--- src/design/mem3r1w_pkg.sv ---
package mem3r1w_pkg;

  localparam int data_w   = 32;
  localparam int chk_w    = 7;
  localparam int code_w   = data_w + chk_w;
  localparam int addr_w   = 10;
  localparam int num_bank = 4;
  localparam int bank_w   = 2;
  localparam int num_row  = 256;
  localparam int row_w    = 8;
  localparam int num_rdpt = 3;
  localparam int copy_w   = 2;
  localparam int padr_w   = copy_w + bank_w + row_w;

  typedef struct packed {
    logic              vld;
    logic [addr_w-1:0] adr;
    logic [data_w-1:0] din;
    logic [1:0]        flip;  // corrupts code bits 1:0 when written
  } wr_cmd_t;

  typedef struct packed {
    logic              vld;
    logic [addr_w-1:0] adr;
  } rd_cmd_t;

  // bcast writes the row in every bank of a copy, used by the init sweep
  typedef struct packed {
    logic              en;
    logic              bcast;
    logic [bank_w-1:0] bank;
    logic [row_w-1:0]  row;
    logic [code_w-1:0] code;
  } mem_wr_t;

  typedef struct packed {
    logic              en;
    logic [bank_w-1:0] bank;
    logic [row_w-1:0]  row;
  } mem_rd_t;

  typedef struct packed {
    logic              vld;
    logic [data_w-1:0] dout;
    logic              serr;
    logic              derr;
    logic [padr_w-1:0] padr;  // copy, bank, row
  } rd_rsp_t;

  // hamming positions 1..38 in code[37:0], check bits at powers of two,
  // overall parity on top
  function automatic logic [code_w-1:0] secded_encode(input logic [data_w-1:0] data);
    logic [code_w-1:0] c;
    int                d;
    c = '0;
    d = 0;
    for (int p = 1; p < code_w; p++) begin
      if ((p & (p - 1)) != 0) begin
        c[p-1] = data[d];
        d++;
      end
    end
    for (int k = 0; k < chk_w - 1; k++) begin
      for (int p = 1; p < code_w; p++) begin
        if (p[k] && ((p & (p - 1)) != 0)) c[(1 << k) - 1] = c[(1 << k) - 1] ^ c[p-1];
      end
    end
    c[code_w-1] = ^c[code_w-2:0];
    return c;
  endfunction

endpackage
--- src/design/ecc_read_port.sv ---
`timescale 1ns/100ps

module ecc_read_port #(
  parameter logic [mem3r1w_pkg::copy_w-1:0] copy_id = '0
) (
  input  logic                           clk,
  input  logic                           rst_n,
  input  logic [mem3r1w_pkg::code_w-1:0] code,
  input  logic                           rd_en,
  input  logic [mem3r1w_pkg::bank_w-1:0] rd_bank,
  input  logic [mem3r1w_pkg::row_w-1:0]  rd_row,
  output mem3r1w_pkg::rd_rsp_t           rsp
);

  logic [mem3r1w_pkg::chk_w-2:0]  syn;
  logic                           par_err;  // odd overall parity
  logic [mem3r1w_pkg::code_w-1:0] fixed;
  logic [mem3r1w_pkg::data_w-1:0] data;
  logic                           serr;
  logic                           derr;

  logic                           vld_q;
  logic [mem3r1w_pkg::data_w-1:0] dout_q;
  logic                           serr_q;
  logic                           derr_q;
  logic [mem3r1w_pkg::padr_w-1:0] padr_q;

  always_comb begin
    syn = '0;
    for (int p = 1; p < mem3r1w_pkg::code_w; p++) begin
      for (int k = 0; k < mem3r1w_pkg::chk_w - 1; k++) begin
        if (p[k]) syn[k] = syn[k] ^ code[p-1];
      end
    end
    par_err = ^code;
  end

  always_comb begin
    fixed = code;
    serr  = 1'b0;
    derr  = 1'b0;
    if (par_err) begin
      if (syn == '0) begin
        fixed[mem3r1w_pkg::code_w-1] = ~code[mem3r1w_pkg::code_w-1];  // parity bit itself
        serr = 1'b1;
      end else if (int'(syn) < mem3r1w_pkg::code_w) begin
        fixed[int'(syn)-1] = ~code[int'(syn)-1];
        serr = 1'b1;
      end else begin
        derr = 1'b1;  // syndrome points past the word
      end
    end else if (syn != '0) begin
      derr = 1'b1;
    end
  end

  // data bits sit at the non power of two positions
  always_comb begin
    int d;
    d    = 0;
    data = '0;
    for (int p = 1; p < mem3r1w_pkg::code_w; p++) begin
      if ((p & (p - 1)) != 0) begin
        data[d] = fixed[p-1];
        d++;
      end
    end
  end

  always_ff @(posedge clk or negedge rst_n) begin
    if (!rst_n) begin
      vld_q <= 1'b0;
    end else begin
      vld_q <= rd_en;
    end
  end

  always_ff @(posedge clk) begin
    dout_q <= data;
    serr_q <= serr;
    derr_q <= derr;
    padr_q <= {copy_id, rd_bank, rd_row};
  end

  assign rsp = '{vld: vld_q, dout: dout_q, serr: serr_q, derr: derr_q, padr: padr_q};

  a_flags_exclusive: assert property (
    @(posedge clk) disable iff (!rst_n)
    rsp.vld |-> !(rsp.serr && rsp.derr)
  );

endmodule

--- config.mk ---
export PLATFORM = sky130hd
export DESIGN_NAME = ecc_read_port
export DESIGN_NICKNAME = d
export VERILOG_FILES = /design/src/design/mem3r1w_pkg.sv /design/src/design/ecc_read_port.sv
export SDC_FILE = /design/constraint.sdc
export NUM_CORES = 1
export LEC_CHECK = 0
export BUFFER_PORTS_ARGS = -buffer_cell sky130_fd_sc_hd__buf_2
export CORE_ASPECT_RATIO = 0.6
export CORE_MARGIN = 1.5
export CORE_UTILIZATION = 48
export CTS_BUF_LIST = sky130_fd_sc_hd__clkbuf_8
export DETAILED_ROUTE_END_ITERATION = 8
export PLACE_DENSITY_LB_ADDON = 0.15
export SETUP_SLACK_MARGIN = 0.1
export SYNTH_ARGS = -nofsm -noshare
export SYNTH_HDL_FRONTEND = slang
export SYNTH_SLANG_ARGS = --single-unit
--- constraint.sdc ---
create_clock -name clk -period 0.8 [get_ports clk]
set_input_delay 0.16 -clock clk [delete_from_list [all_inputs] [get_ports clk]]
set_output_delay 0.16 -clock clk [all_outputs]
set_load 0.005 [all_outputs]
# After elaboration in Yosys (flattened, before gate mapping)
# Index checks and enable logic that the tools add are counted.
dict set report word_totals {
  regBits 45
  latch_bits 0
  ramBits 0
  romBits 0
  n_memories 0
}
dict set report classes {
  n_addsub 1
  n_mul 0
  div_mod_pow 0
  magnitude_cmp 3
  eq_ne 0
  shifts 0
  n_mux 15
  bitwise_logic 91
  reduce_logical 4
}
# cell count
set ops {}
lappend ops {{two-way mux 38 bit} 3}
lappend ops {{bitwise XOR 1 bit} 90}
lappend ops {{bitwise mux 39 bit} 1}
lappend ops {{XOR reduction 39 bit} 1}
lappend ops {{two-way mux 1 bit} 9}
lappend ops {{less-than comparator 7 x 8 -> 1 bit, second input constant} 1}
lappend ops {{>= comparator 7 x 1 -> 1 bit, second input constant} 1}
lappend ops {{subtractor 6 x 1 -> 7 bit, second input constant} 1}
lappend ops {{binary-select mux 1 bit (select 6 bit)} 1}
lappend ops {{demux 1 bit (select 6 bit)} 1}
lappend ops {{logical NOT 6 bit} 1}
lappend ops {{less-than comparator 6 bit, second input constant} 1}
lappend ops {{nonzero test 6 bit} 1}
lappend ops {{logical AND 1 bit} 1}
lappend ops {{NOT 1 bit} 1}

# Logic depth before layout (Yosys ltp)
dict set report logic_depth {
  word_depth 27
  mapped_depth 13
}

# Least setup slack after synthesis
# No wires, ideal clock.
dict set report synth_path {
  path_kind {input to register}
  startpoint {in code[4] in the netlist's numbering}
  endpoint {reg dout_q[28] in the netlist's numbering}
  setup_ns 0.121
  t_arrival_ns 3.401
  t_required_ns 0.679
  setup_slack_ns -2.722
  cell_stages 12
  path_cell_list {xor2_1 xnor3_2 xnor3_2 xor2_2 inv_2 ha_1 inv_1 xnor3_1 clkbuf_1 nor3_1 nand2_1 mux2_2}
}
dict set report synth_between {
  elab_chain_cells 27
  word_cells_on_any_way 52
}
# item line_no
set synth_lines {}
lappend synth_lines {{start, declared} ecc_read_port.sv:8} ;# input logic [mem3r1w_pkg::code_w-1:0] code,
lappend synth_lines {{bitwise XOR 1 bit (18 in series)} ecc_read_port.sv:32} ;# if (p[k]) syn[k] = syn[k] ^ code[p-1];
lappend synth_lines {{subtractor 6 x 1 -> 7 bit} ecc_read_port.sv:47} ;# fixed[int'(syn)-1] = ~code[int'(syn)-1];
lappend synth_lines {{less-than comparator 7 x 8 -> 1 bit (implied by the code) (tied with other cells)} ecc_read_port.sv:47}
lappend synth_lines {{logical AND 1 bit (implied by the code) / two-way mux 1 bit (equally long branches)} ecc_read_port.sv:47}
lappend synth_lines {{two-way mux 1 bit (implied by the code)} ecc_read_port.sv:47}
lappend synth_lines {{demux 1 bit (select 6 bit) / NOT 1 bit (equally long branches)} ecc_read_port.sv:47}
lappend synth_lines {{bitwise mux 39 bit} ecc_read_port.sv:47}
lappend synth_lines {{two-way mux 38 bit} ecc_read_port.sv:46} ;# end else if (int'(syn) < mem3r1w_pkg::code_w) begin
lappend synth_lines {{two-way mux 38 bit} ecc_read_port.sv:43} ;# if (syn == '0) begin
lappend synth_lines {{two-way mux 38 bit *} ecc_read_port.sv:42} ;# if (par_err) begin
lappend synth_lines {{net fixed (one bit)} ecc_read_port.sv:17} ;# logic [mem3r1w_pkg::code_w-1:0] fixed;
lappend synth_lines {{end signal, assigned} ecc_read_port.sv:79} ;# dout_q <= data;
lappend synth_lines {{end, declared} ecc_read_port.sv:23} ;# logic [mem3r1w_pkg::data_w-1:0] dout_q;
# Mark *: on every way through the listed nets, which the timed path passes. The rest lies on a longest branch. The select of a mux whose other input is x is not followed.
# A chain may end at the register's enable or synchronous reset.

# Worst setup path in the final report
dict set report layout_path {
  startpoint {in code[12] in the netlist's numbering}
  endpoint {reg dout_q[31] in the netlist's numbering}
}
dict set report layout_between {
  elab_chain_cells 23
  word_cells_on_any_way 55
}
# item line_no
set layout_lines {}
lappend layout_lines {{bitwise XOR 1 bit (14 in series)} ecc_read_port.sv:32}
lappend layout_lines {{subtractor 6 x 1 -> 7 bit} ecc_read_port.sv:47}
lappend layout_lines {{less-than comparator 7 x 8 -> 1 bit (implied by the code) (tied with other cells)} ecc_read_port.sv:47}
lappend layout_lines {{logical AND 1 bit (implied by the code) / two-way mux 1 bit (equally long branches)} ecc_read_port.sv:47}
lappend layout_lines {{two-way mux 1 bit (implied by the code)} ecc_read_port.sv:47}
lappend layout_lines {{demux 1 bit (select 6 bit) / NOT 1 bit (equally long branches)} ecc_read_port.sv:47}
lappend layout_lines {{bitwise mux 39 bit} ecc_read_port.sv:47}
lappend layout_lines {{two-way mux 38 bit} ecc_read_port.sv:46}
lappend layout_lines {{two-way mux 38 bit} ecc_read_port.sv:43}
lappend layout_lines {{two-way mux 38 bit *} ecc_read_port.sv:42}
lappend layout_lines {{net fixed (one bit)} ecc_read_port.sv:17}
# Marks and branches as above.

==> metrics.txt <==
status=finished with violations; violated checks=setup timing; Post-synth EDFFs=0; layout cells sized above 1=0.7316; Yosys reg bits=45; worst hold stages=2; Initial Util=0.5014; hpwl dp=8983 um; post-synthesis cell count=297; final worst path period need=3.226 ns; yosys warns=0; Final Hold Viols=0; vias in the first global route=3647; Die Span Y=65.31 um; H-Tree Level Count=2; Synth Flop Type=dfxtp_1; worst path required time=1.03 ns; Vias/cell=6.895; Worst-Margin Slew=0.5540 ns; Post-Place Cells=589; top post-synthesis cells by count=dfxtp_1 (44), xnor2_1 (41), mux2_2 (26), nand2_1 (19), nand3_1 (18); final worst path period share=4.033; DIE AREA=6977 um^2; area of placed instances=4827 um^2; drt wl/cell=31.74 um; Critical Path AT=3.45 ns; number of I/O pins=99; Max FO, Critical Path=7; routability cong.=0.9791; max cap viols=0; first-pass GRT wire length=20700 um; RSZ-0062 raised after global routing=true; Core Box Area=6193 um^2; CTS tree=done; ANT cells=0; Final nets=599; # setup viols final=79; grt ovf=0; Post-Syn Area=3105 um^2; worst rel slew slack=0.6288; count leader, synth=dfxtp_1; I/O Buffers=96; Fin Setup TNS=-82.63 ns; initial DRC count=728; pins over their slew limit=0; CP Capture Type=flop; Synth top area share=0.2836; Detail Route Antenna Nets=0; Max Root-Sink Buffers=2; drt drc=0; clock-pin slew on the worst setup and hold paths=0.11 ns; critical path startpoint category=input port; Layout Cells excl Fill=628; distinct cell type count after synthesis=53; Post-synth ARST share=0.02222; setup ws final=-2.426 ns; Area growth syn-to-layout=94.04%; CP Class=input port to flop; largest net degree at the start of global routing=15; vias=4330; die extent in x=106.8 um; antenna violations before repair=0; cts bufs inserted=5; All-Layer GR Usage=0.4071; syn_area_per_cell=10.46 um^2; leading area contributor after synthesis=dfxtp_1; clock sink count=45; Clock Tree Root=clkbuf_8; row cnt=22; Max Clock Freq=0.3100 GHz; register area share after synthesis=0.2917; drt total wl=19940 um; design area=6026 um^2; ranking of synthesized cells by area=dfxtp_1 (28%), xnor2_1 (12%), mux2_2 (9.4%), xnor3_1 (8.0%), mux2i_1 (3.2%); first-pass detailed-route iteration total=8; Hold WC Path Type=input port to flop
-- metrics by stage --
step | worst slack, ns | util | hold slack (ns)
final | -2.426 | 0.9729 | 0.1101
after global routing | -2.714 | 0.9729 | 0.1065
after CTS | -2.009 | 0.8952 | 0.1119
after detailed placement | -2.595 | 0.7794 | -0.06464
after global placement | -2.699 | 0.7794 | -0.06541
after floorplan | -2.084 | - | -0.1356
-- cells in the final DEF (no fill, tap or decap), types with 7 or more instances in the layout --
master | synthesis | final
buf_2 | 3 | 80
mux2_2 | 26 | 10
nand2_1 | 19 | 16
nand3_1 | 18 | 7
dlygate4sd3_1 | 0 | 12
xnor2_1 | 41 | 20
buf_4 | 5 | 121
xnor3_2 | 2 | 7
xnor2_2 | 3 | 17
buf_6 | 0 | 29
mux2_4 | 0 | 17
dfxtp_2 | 0 | 14
inv_1 | 12 | 8
mux2i_1 | 10 | 8
xnor2_4 | 0 | 7
dfxtp_1 | 44 | 30
-- area by class of cell --
class | instances | area (um^2)
Timing Repair Buffer | 248 | 1871
Clock buffer | 6 | 82.58
Sequential cell | 45 | 923.4
Tap cell | 84 | 105.1
Clock inverter | 2 | 13.76
Inverter | 13 | 56.30
Fill cell | 98 | 167.7
Multi-Input combinational cell | 230 | 2974
-- critical path, cell delays in order --
cell and delay, ns:
buf_2 0.13, buf_6 0.13, xor2_4 0.16, xnor2_2 0.39, xnor3_2 0.57, xor2_4 0.22, buf_6 0.15, a2111oi_4 0.45
xnor2_4 0.20, a2111oi_4 0.35, nand2_1 0.19, mux2_4 0.34
-- metal layers --
metal / share of wire / vias to the layer above / global-route usage / routed length (um)
li1: - / 1544 / - / -
met1: 0.33 / 2004 / 0.5097 / 6506
met5: 0 / - / 0 / 0
met3: 0.16 / 238 / 0.1528 / 3166
met4: 0.097 / 0 / 0.1367 / 1933
met2: 0.42 / 544 / 0.6522 / 8330
-- state kept, by name, indices dropped and copies added, names as in the netlist --
signal  flops
derr_q      1
dout_q     32
padr_q     10
serr_q      1
vld_q       1
-- final timing paths --
check	startpoint	end	slack, ns
setup / recovery	code[12]	dout_q[31]	-2.43
min in group asynchronous	rst_n	vld_q	0.13
max in group asynchronous	rst_n	vld_q	0.59
hold / removal	code[28]	dout_q[23]	0.11
-- timing repair --
action	CTS	global route
setup endpoints to repair	79	79
pin swaps	19	34
hold buffers	12	0
gates resized for setup	86	74
endpoints found under the hold margin	12	0
setup buffers	11	8
-- logic make-up (layout without fill, tap and decap cells) --
| logic type | count (synthesis) | count (layout) | synth area share |
|---|---|---|---|
| multiplexers | 42 | 42 | 0.1676 |
| XOR/XNOR | 69 | 69 | 0.2651 |
| adder cells (fa/ha/maj) | 4 | 4 | 0.01612 |
| buffers and inverters | 23 | 269 | 0.03505 |
| other | 1 | 2 | 0.001208 |
| flip-flops | 45 | 45 | 0.2917 |
| AO/OA/AOI/OAI | 41 | 41 | 0.1052 |
| AND/OR/NAND/NOR | 72 | 72 | 0.1181 |
Power is not shown: default switching activity piles up to over one toggle a cycle in this logic, so the estimate is an artifact.
