<file path="src/design/mem3r1w_pkg.sv">
package mem3r1w_pkg;

  localparam int data_w   = 32;
  localparam int chk_w    = 7;
  localparam int code_w   = data_w + chk_w;
  localparam int addr_w   = 10;
  localparam int num_bank = 4;
  localparam int bank_w   = 2;
  localparam int num_row  = 256;
  localparam int row_w    = 8;
  localparam int num_rdpt = 3;
  localparam int copy_w   = 2;
  localparam int padr_w   = copy_w + bank_w + row_w;

  typedef struct packed {
    logic              vld;
    logic [addr_w-1:0] adr;
    logic [data_w-1:0] din;
    logic [1:0]        flip;  // corrupts code bits 1:0 when written
  } wr_cmd_t;

  typedef struct packed {
    logic              vld;
    logic [addr_w-1:0] adr;
  } rd_cmd_t;

  // bcast writes the row in every bank of a copy, used by the init sweep
  typedef struct packed {
    logic              en;
    logic              bcast;
    logic [bank_w-1:0] bank;
    logic [row_w-1:0]  row;
    logic [code_w-1:0] code;
  } mem_wr_t;

  typedef struct packed {
    logic              en;
    logic [bank_w-1:0] bank;
    logic [row_w-1:0]  row;
  } mem_rd_t;

  typedef struct packed {
    logic              vld;
    logic [data_w-1:0] dout;
    logic              serr;
    logic              derr;
    logic [padr_w-1:0] padr;  // copy, bank, row
  } rd_rsp_t;

  // hamming positions 1..38 in code[37:0], check bits at powers of two,
  // overall parity on top
  function automatic logic [code_w-1:0] secded_encode(input logic [data_w-1:0] data);
    logic [code_w-1:0] c;
    int                d;
    c = '0;
    d = 0;
    for (int p = 1; p < code_w; p++) begin
      if ((p & (p - 1)) != 0) begin
        c[p-1] = data[d];
        d++;
      end
    end
    for (int k = 0; k < chk_w - 1; k++) begin
      for (int p = 1; p < code_w; p++) begin
        if (p[k] && ((p & (p - 1)) != 0)) c[(1 << k) - 1] = c[(1 << k) - 1] ^ c[p-1];
      end
    end
    c[code_w-1] = ^c[code_w-2:0];
    return c;
  endfunction

endpackage
</file>
<file path="src/design/mem_cmd_stage.sv">
`timescale 1ns/100ps

module mem_cmd_stage (
  input  logic                 clk,
  input  logic                 rst_n,
  input  mem3r1w_pkg::wr_cmd_t wr,
  input  mem3r1w_pkg::rd_cmd_t rd     [mem3r1w_pkg::num_rdpt],
  output logic                 ready,
  output mem3r1w_pkg::mem_wr_t mem_wr,
  output mem3r1w_pkg::mem_rd_t mem_rd [mem3r1w_pkg::num_rdpt]
);

  logic [1:0] rst_sync;
  logic       rst_int_n;

  logic [mem3r1w_pkg::row_w-1:0] init_row;

  logic                           wr_en_q;
  logic                           wr_bcast_q;
  logic [mem3r1w_pkg::bank_w-1:0] wr_bank_q;
  logic [mem3r1w_pkg::row_w-1:0]  wr_row_q;
  logic [mem3r1w_pkg::code_w-1:0] wr_code_q;

  logic [mem3r1w_pkg::num_rdpt-1:0] rd_en_q;
  logic [mem3r1w_pkg::bank_w-1:0]   rd_bank_q [mem3r1w_pkg::num_rdpt];
  logic [mem3r1w_pkg::row_w-1:0]    rd_row_q  [mem3r1w_pkg::num_rdpt];

  // assert asynchronously, release on the second edge
  always_ff @(posedge clk or negedge rst_n) begin
    if (!rst_n) begin
      rst_sync <= 2'b00;
    end else begin
      rst_sync <= {rst_sync[0], 1'b1};
    end
  end
  assign rst_int_n = rst_sync[1];

  always_ff @(posedge clk or negedge rst_int_n) begin
    if (!rst_int_n) begin
      ready      <= 1'b0;
      init_row   <= '0;
      wr_en_q    <= 1'b0;
      wr_bcast_q <= 1'b0;
      rd_en_q    <= '0;
    end else if (!ready) begin  // init sweep, one row per cycle
      init_row   <= init_row + 1'b1;
      wr_en_q    <= 1'b1;
      wr_bcast_q <= 1'b1;
      rd_en_q    <= '0;
      if (init_row == mem3r1w_pkg::row_w'(mem3r1w_pkg::num_row - 1)) ready <= 1'b1;
    end else begin
      wr_en_q    <= wr.vld;
      wr_bcast_q <= 1'b0;
      for (int i = 0; i < mem3r1w_pkg::num_rdpt; i++) rd_en_q[i] <= rd[i].vld;
    end
  end

  always_ff @(posedge clk) begin
    if (ready) begin
      wr_bank_q <= wr.adr[mem3r1w_pkg::addr_w-1 -: mem3r1w_pkg::bank_w];
      wr_row_q  <= wr.adr[mem3r1w_pkg::row_w-1:0];
      wr_code_q <= mem3r1w_pkg::secded_encode(wr.din) ^
                   {{(mem3r1w_pkg::code_w-2){1'b0}}, wr.flip};
    end else begin
      wr_bank_q <= '0;
      wr_row_q  <= init_row;
      wr_code_q <= '0;  // all-zero is a valid code word
    end
    for (int i = 0; i < mem3r1w_pkg::num_rdpt; i++) begin
      rd_bank_q[i] <= rd[i].adr[mem3r1w_pkg::addr_w-1 -: mem3r1w_pkg::bank_w];
      rd_row_q[i]  <= rd[i].adr[mem3r1w_pkg::row_w-1:0];
    end
  end

  assign mem_wr = '{en: wr_en_q, bcast: wr_bcast_q, bank: wr_bank_q,
                    row: wr_row_q, code: wr_code_q};

  always_comb begin
    for (int i = 0; i < mem3r1w_pkg::num_rdpt; i++) begin
      mem_rd[i] = '{en: rd_en_q[i], bank: rd_bank_q[i], row: rd_row_q[i]};
    end
  end

  // a user write offered during init never reaches the banks
  a_no_user_wr_in_init: assert property (
    @(posedge clk) disable iff (!rst_int_n)
    (!ready && wr.vld) |=> (!mem_wr.en || mem_wr.bcast)
  );

endmodule

</file>
<file path="config.mk">
export PLATFORM = sky130hd
export DESIGN_NAME = mem_cmd_stage
export DESIGN_NICKNAME = d
export VERILOG_FILES = /design/src/design/mem3r1w_pkg.sv /design/src/design/mem_cmd_stage.sv
export SDC_FILE = /design/constraint.sdc
export NUM_CORES = 1
export LEC_CHECK = 0
export ABC_AREA = 1
export ABC_CLOCK_PERIOD_IN_PS = 800
export BUFFER_PORTS_ARGS = -buffer_cell sky130_fd_sc_hd__buf_2
export CAP_MARGIN = 20
export CORE_MARGIN = 4
export CORE_UTILIZATION = 51
export DETAILED_ROUTE_END_ITERATION = 6
export PLACE_DENSITY = 0.85
export SKIP_LAST_GASP = 1
export SLEW_MARGIN = 25
export SYNTH_ARGS = -nofsm -noshare
export SYNTH_HDL_FRONTEND = slang
export SYNTH_SLANG_ARGS = --single-unit
</file>
<file path="constraint.sdc">
create_clock -name clk -period 0.8 [get_ports clk]
set_input_delay 0.12 -clock clk [delete_from_list [all_inputs] [get_ports clk]]
set_output_delay 0.12 -clock clk [all_outputs]
set_load 0.01 [all_outputs]
</file>
==> impl_metrics.tcl, run 1 <==
set metrics [dict create \
    cts_sinks 95 \
    synth_fp_nets 542 \
    error "[ERROR DPL-0038] Utilization greater than 100%, impossible to legalize" \
    ys_warn_count 0 \
    h-tree-depth 3 \
    die_w_um 93.8 \
    dpl_cell_area_um2 5060 \
    io_pins 165 \
    netlist_instances 461 \
    place_congestion 0.846 \
    worst-ep-kind "sequential cell input" \
    stop_stage "5_1_grt" \
    ys_ff_latch 95 \
    yosysSeqAreaShare 0.528 \
    portBuffers 164 \
    dp_hpwl_um 7620 \
    row_count 31 \
    clockBufferDepth 2 \
    cts_made_buffers 9 \
    place_ws_ns -0.955 \
    synth_area_um2 3750 \
    cts.root.buffer_cell "clkbuf_8" \
    avgSynthCellArea_um2 8.14 \
    synth_cell_types 30 \
    worst_endpoint "wr_code_q[38]$_SDFF_PN0_/D" \
    status "did not finish" \
    dp.cells 757 \
    die_y_um 93.8 \
    grt_max_degree 20 \
    initial_core_util 0.520 \
]
-- metrics by stage --
step           hold WS [ns]   util
4_1_cts              0.0117  0.896
3_5_place_dp        -0.0868  0.702
3_3_place_gp        -0.0951  0.702
2_1_floorplan        -0.176      -
-- cells in the mapped netlist --
library cell / count / area share
dfrtp_1: 16 / 0.11
o31ai_1: 1 / 0.0020
o21ai_0: 9 / 0.012
nand2b_1: 2 / 0.0033
nor3_1: 1 / 0.0013
a21oi_1: 2 / 0.0027
nor4_1: 1 / 0.0017
nand2_2: 6 / 0.010
nand3_1: 17 / 0.023
buf_6: 1 / 0.0030
ha_1: 1 / 0.0033
conb_1: 1 / 0.0010
buf_1: 4 / 0.0040
nor2_1: 20 / 0.020
xor2_1: 27 / 0.063
inv_2: 1 / 0.0010
inv_1: 84 / 0.084
or2_2: 1 / 0.0017
or2_1: 2 / 0.0033
xor2_2: 1 / 0.0043
clkinv_1: 1 / 0.0010
nand3b_1: 4 / 0.0080
buf_2: 5 / 0.0067
clkbuf_1: 2 / 0.0020
buf_4: 2 / 0.0040
nand3_2: 1 / 0.0027
nor2_2: 1 / 0.0017
dfxtp_1: 79 / 0.42
xnor2_1: 25 / 0.058
nand2_1: 143 / 0.14
-- what timing repair did --
item	4_1_cts
gates cloned	1
resized for setup	134
pin swaps	42
setup buffers	12
hold endpoints to repair	62
endpoints found under the setup margin	148
hold buffers	61
-- cell families after synthesis --
kind of cell               synth area share
xor gates and xnor gates              0.126
DFF                                   0.528
other                              0.000999
adders and majority gates           0.00333
buffers and inverters                 0.106
AOI/OAI and AO/OA                    0.0167
and+or+nand+nor                       0.219
==> inputs of run 2 (changes only) <==
--- a/config.mk
+++ b/config.mk
@@ -10,9 +10,9 @@
 export BUFFER_PORTS_ARGS = -buffer_cell sky130_fd_sc_hd__buf_2
 export CAP_MARGIN = 20
 export CORE_MARGIN = 4
-export CORE_UTILIZATION = 51
+export CORE_UTILIZATION = 40
 export DETAILED_ROUTE_END_ITERATION = 6
-export PLACE_DENSITY = 0.85
+export PLACE_DENSITY_LB_ADDON = 0.15
 export SKIP_LAST_GASP = 1
 export SLEW_MARGIN = 25
 export SYNTH_ARGS = -nofsm -noshare
==> run 2 against run 1 <==
Net effect: synthesized area stayed put; the flow now finishes, with violations (hold timing, setup timing); synthesized cell count is the same.
==> impl_metrics.tcl, run 2 <==
set metrics [dict create \
    status "finished with violations" \
    violations "hold timing, setup timing" \
    ys.flop_type "dfxtp_1" \
    yosysTopAreaCellShare 0.421 \
    grt_use_total 0.203 \
    io_pins 165 \
    grt_overflow_total 0 \
    rrSetupSlack_ns -0.48 \
    setup-tns-final_ns -29.23 \
    cts_made_buffers 9 \
    netlist_instances 461 \
    r2r-end "init_row[7]" \
    cts_tree "built" \
    wl_met3_um 610 \
    reg_top3 "wr_code_q x39, rd_row_q x24" \
    h-tree-depth 3 \
    yosysMostFrequentCell "nand2_1" \
    start_kind "input pin" \
    dp_hpwl_um 7010 \
    whs_ns -0.0116 \
    clk_pin_slew_ns 0.10 \
    fin_skew_ns 0.0135 \
    mostFrequentLayoutCells "buf_2 (100), buf_6 (67), dlygate4sd3_1 (62), nand2_2 (56), nand2_1 (55)" \
    clkLatencyLatePin_ns 0.37 \
    irDropWorstVdd_v 0.000918 \
    ys_ff_latch 95 \
    wl_um 13100 \
    antenna_left 0 \
    setup_violations 148 \
    vias_per_cell 4.53 \
    first_pass_iters 5 \
    routedWlPerCell_um 15.0 \
    drc_errors 0 \
    num_vias 3977 \
    cp_max_fo 6 \
    hold_path_depth 3 \
    async_reset_ff_frac 0.168 \
    antennaDiodeCount 0 \
    initialDrtViolationCount 127 \
    setup_ws_ns -0.605 \
    regMostFlops "wr_code_q" \
    area_growth_pct 105 \
    yosys-top-cells-area "dfxtp_1 (42%), nand2_1 (14%), dfrtp_1 (11%)" \
    cpMaxStageDelayCell "or2_1" \
    hold_viol_final 1 \
    hold_end "wr_code_q[1]" \
    highest_layer "met4" \
    yosysSeqAreaShare 0.528 \
    die_y_um 105 \
    nNetsFinal 843 \
    met1Wirelength_um 4850 \
    synth_edf_count 0 \
    grt_pass1_wl_um 18000 \
    synth_top_area_cell "dfxtp_1" \
    synth_area_um2 3750 \
    critPathArrivalTime_ns 1.69 \
    synth_fp_nets 542 \
    route.met2.wl_um 7340 \
    critPathKind "in2reg" \
    clockBufferDepth 2 \
    final_layout_size_suffix_gt1_frac 0.643 \
    slowest_delay_ns 0.26 \
    die-area_um2 11000 \
    cp-end-kind "register" \
    fmax_ghz 0.712 \
    die_w_um 105 \
    synthTopCellsByCount "nand2_1 (143), inv_1 (84), dfxtp_1 (79), xor2_1 (27), xnor2_1 (25)" \
    worstHoldStart "wr[1]" \
    initial_core_util 0.408 \
    required_ns 1.08 \
    hold_path.class "in2reg" \
    total_power_mw 11.4 \
    largest_reg_flops 39 \
    grt_pass1_vias 3949 \
    layout_commonest_cell "buf_2" \
    timing.max_cap.violations 0 \
    grt_max_degree 19 \
    stdcell_count 878 \
    coreArea_um2 9200 \
    row_count 35 \
    powerDensity_nw_per_um2 1480 \
    crit_path_cell_trace "buf_12 > xnor2_4 > or2_1 > nand2_1 > nand2_1 > nand2_2 > inv_2 > nand2_2 > nand3b_1 > nand2_2 > inv_1 > nand3_2 > nand3_1 > nand2_1 > nor2_1" \
    dp.cells 776 \
    cts_sinks 95 \
    crit-reg2reg-launch "init_row[0]" \
    antenna_found_initial 0 \
    place_ws_ns -0.913 \
    crit_buf_inv 3 \
    r2r_cells 5 \
    finalCriticalPeriod_ns 1.41 \
    power_leakage_nw 4.17 \
    synth_cell_types 30 \
    slew_viol_final 0 \
    avgSynthCellArea_um2 8.14 \
    ys_warn_count 0 \
    cp_top_family "simple AND/OR/NAND/NOR gates" \
    cts.root.buffer_cell "clkbuf_8" \
    portBuffers 164 \
    fin_crit_sh 1.76 \
    rsz0062_at_grt "true" \
    place_congestion 0.758 \
]
==> run 2: timing repair <==
action / CTS / global route
gates cloned: 4 / 0
endpoints found under the setup margin: 148 / 148
buffers inserted: 15 / 14
endpoints found under the hold margin: 62 / 1
hold buffers: 61 / 1
resized for setup: 156 / 258
pin swaps: 56 / 86
==> run 2: per-layer routing <==
metal | vias up | global-route usage
met2 | 133 | 0.382
met4 | 0 | 0.0703
li1 | 1928 | -
met3 | 34 | 0.0395
met5 | - | 0
met1 | 1882 | 0.225
==> run 2: power breakdown <==
group / switching (mW) / total [mW] / internal (mW)
Clock: 1.89 / 3.08 / 1.19
Sequential: 0.0261 / 4.85 / 4.83
Combinational: 1.75 / 3.48 / 1.74
==> run 2: tightest hold or removal path: cells and delay by family <==
| family | cells | cell delay, ns |
|---|---|---|
| buffers and inverters | 1 | 0.10 |
| and+or+nand+nor | 1 | 0.07 |
| xor gates and xnor gates | 1 | 0.05 |
==> run 2: how the worst max path moves through the flow <==
stage	end	from	depth (start not counted)	slack [ns]
after floorplan	wr_code_q[38]	wr[15]	19	-0.65
after global placement	wr_code_q[38]	wr[33]	15	-0.85
after detailed placement	wr_code_q[38]	wr[33]	15	-0.91
after CTS	init_row[7]	init_row[0]	5	-0.45
after global routing	wr_code_q[38]	wr[31]	15	-0.67
final	wr_code_q[38]	wr[27]	15	-0.61
==> run 2: logic make-up after synthesis <==
group | Yosys count | synth area share
adder cells (fa/ha/maj) | 1 | 0.00333
flip-flops | 95 | 0.528
buffers and inverters | 100 | 0.106
AO/OA/AOI/OAI | 12 | 0.0167
other | 1 | 0.000999
XOR/XNOR | 53 | 0.126
AND/OR/NAND/NOR | 199 | 0.219
==> run 2: per-stage QoR <==
step	utilization	cell area [um2]
final	0.838	7700
after global routing	0.838	7700
after CTS	0.729	6700
after detailed placement	0.559	5140
after global placement	0.559	5140
after floorplan	-	3920
==> run 2: cell type report <==
| cell class | instances | area (um2) |
|---|---|---|
| Clock buffer | 9 | 124 |
| Clock inverter | 7 | 65.1 |
| Fill cell | 502 | 1490 |
| Inverter | 86 | 340 |
| Multi-Input combinational cell | 266 | 2330 |
| Sequential cell | 95 | 2020 |
| Tap cell | 111 | 139 |
| Timing Repair Buffer | 304 | 2680 |
Note: power is estimated with default switching activity, not from simulation.
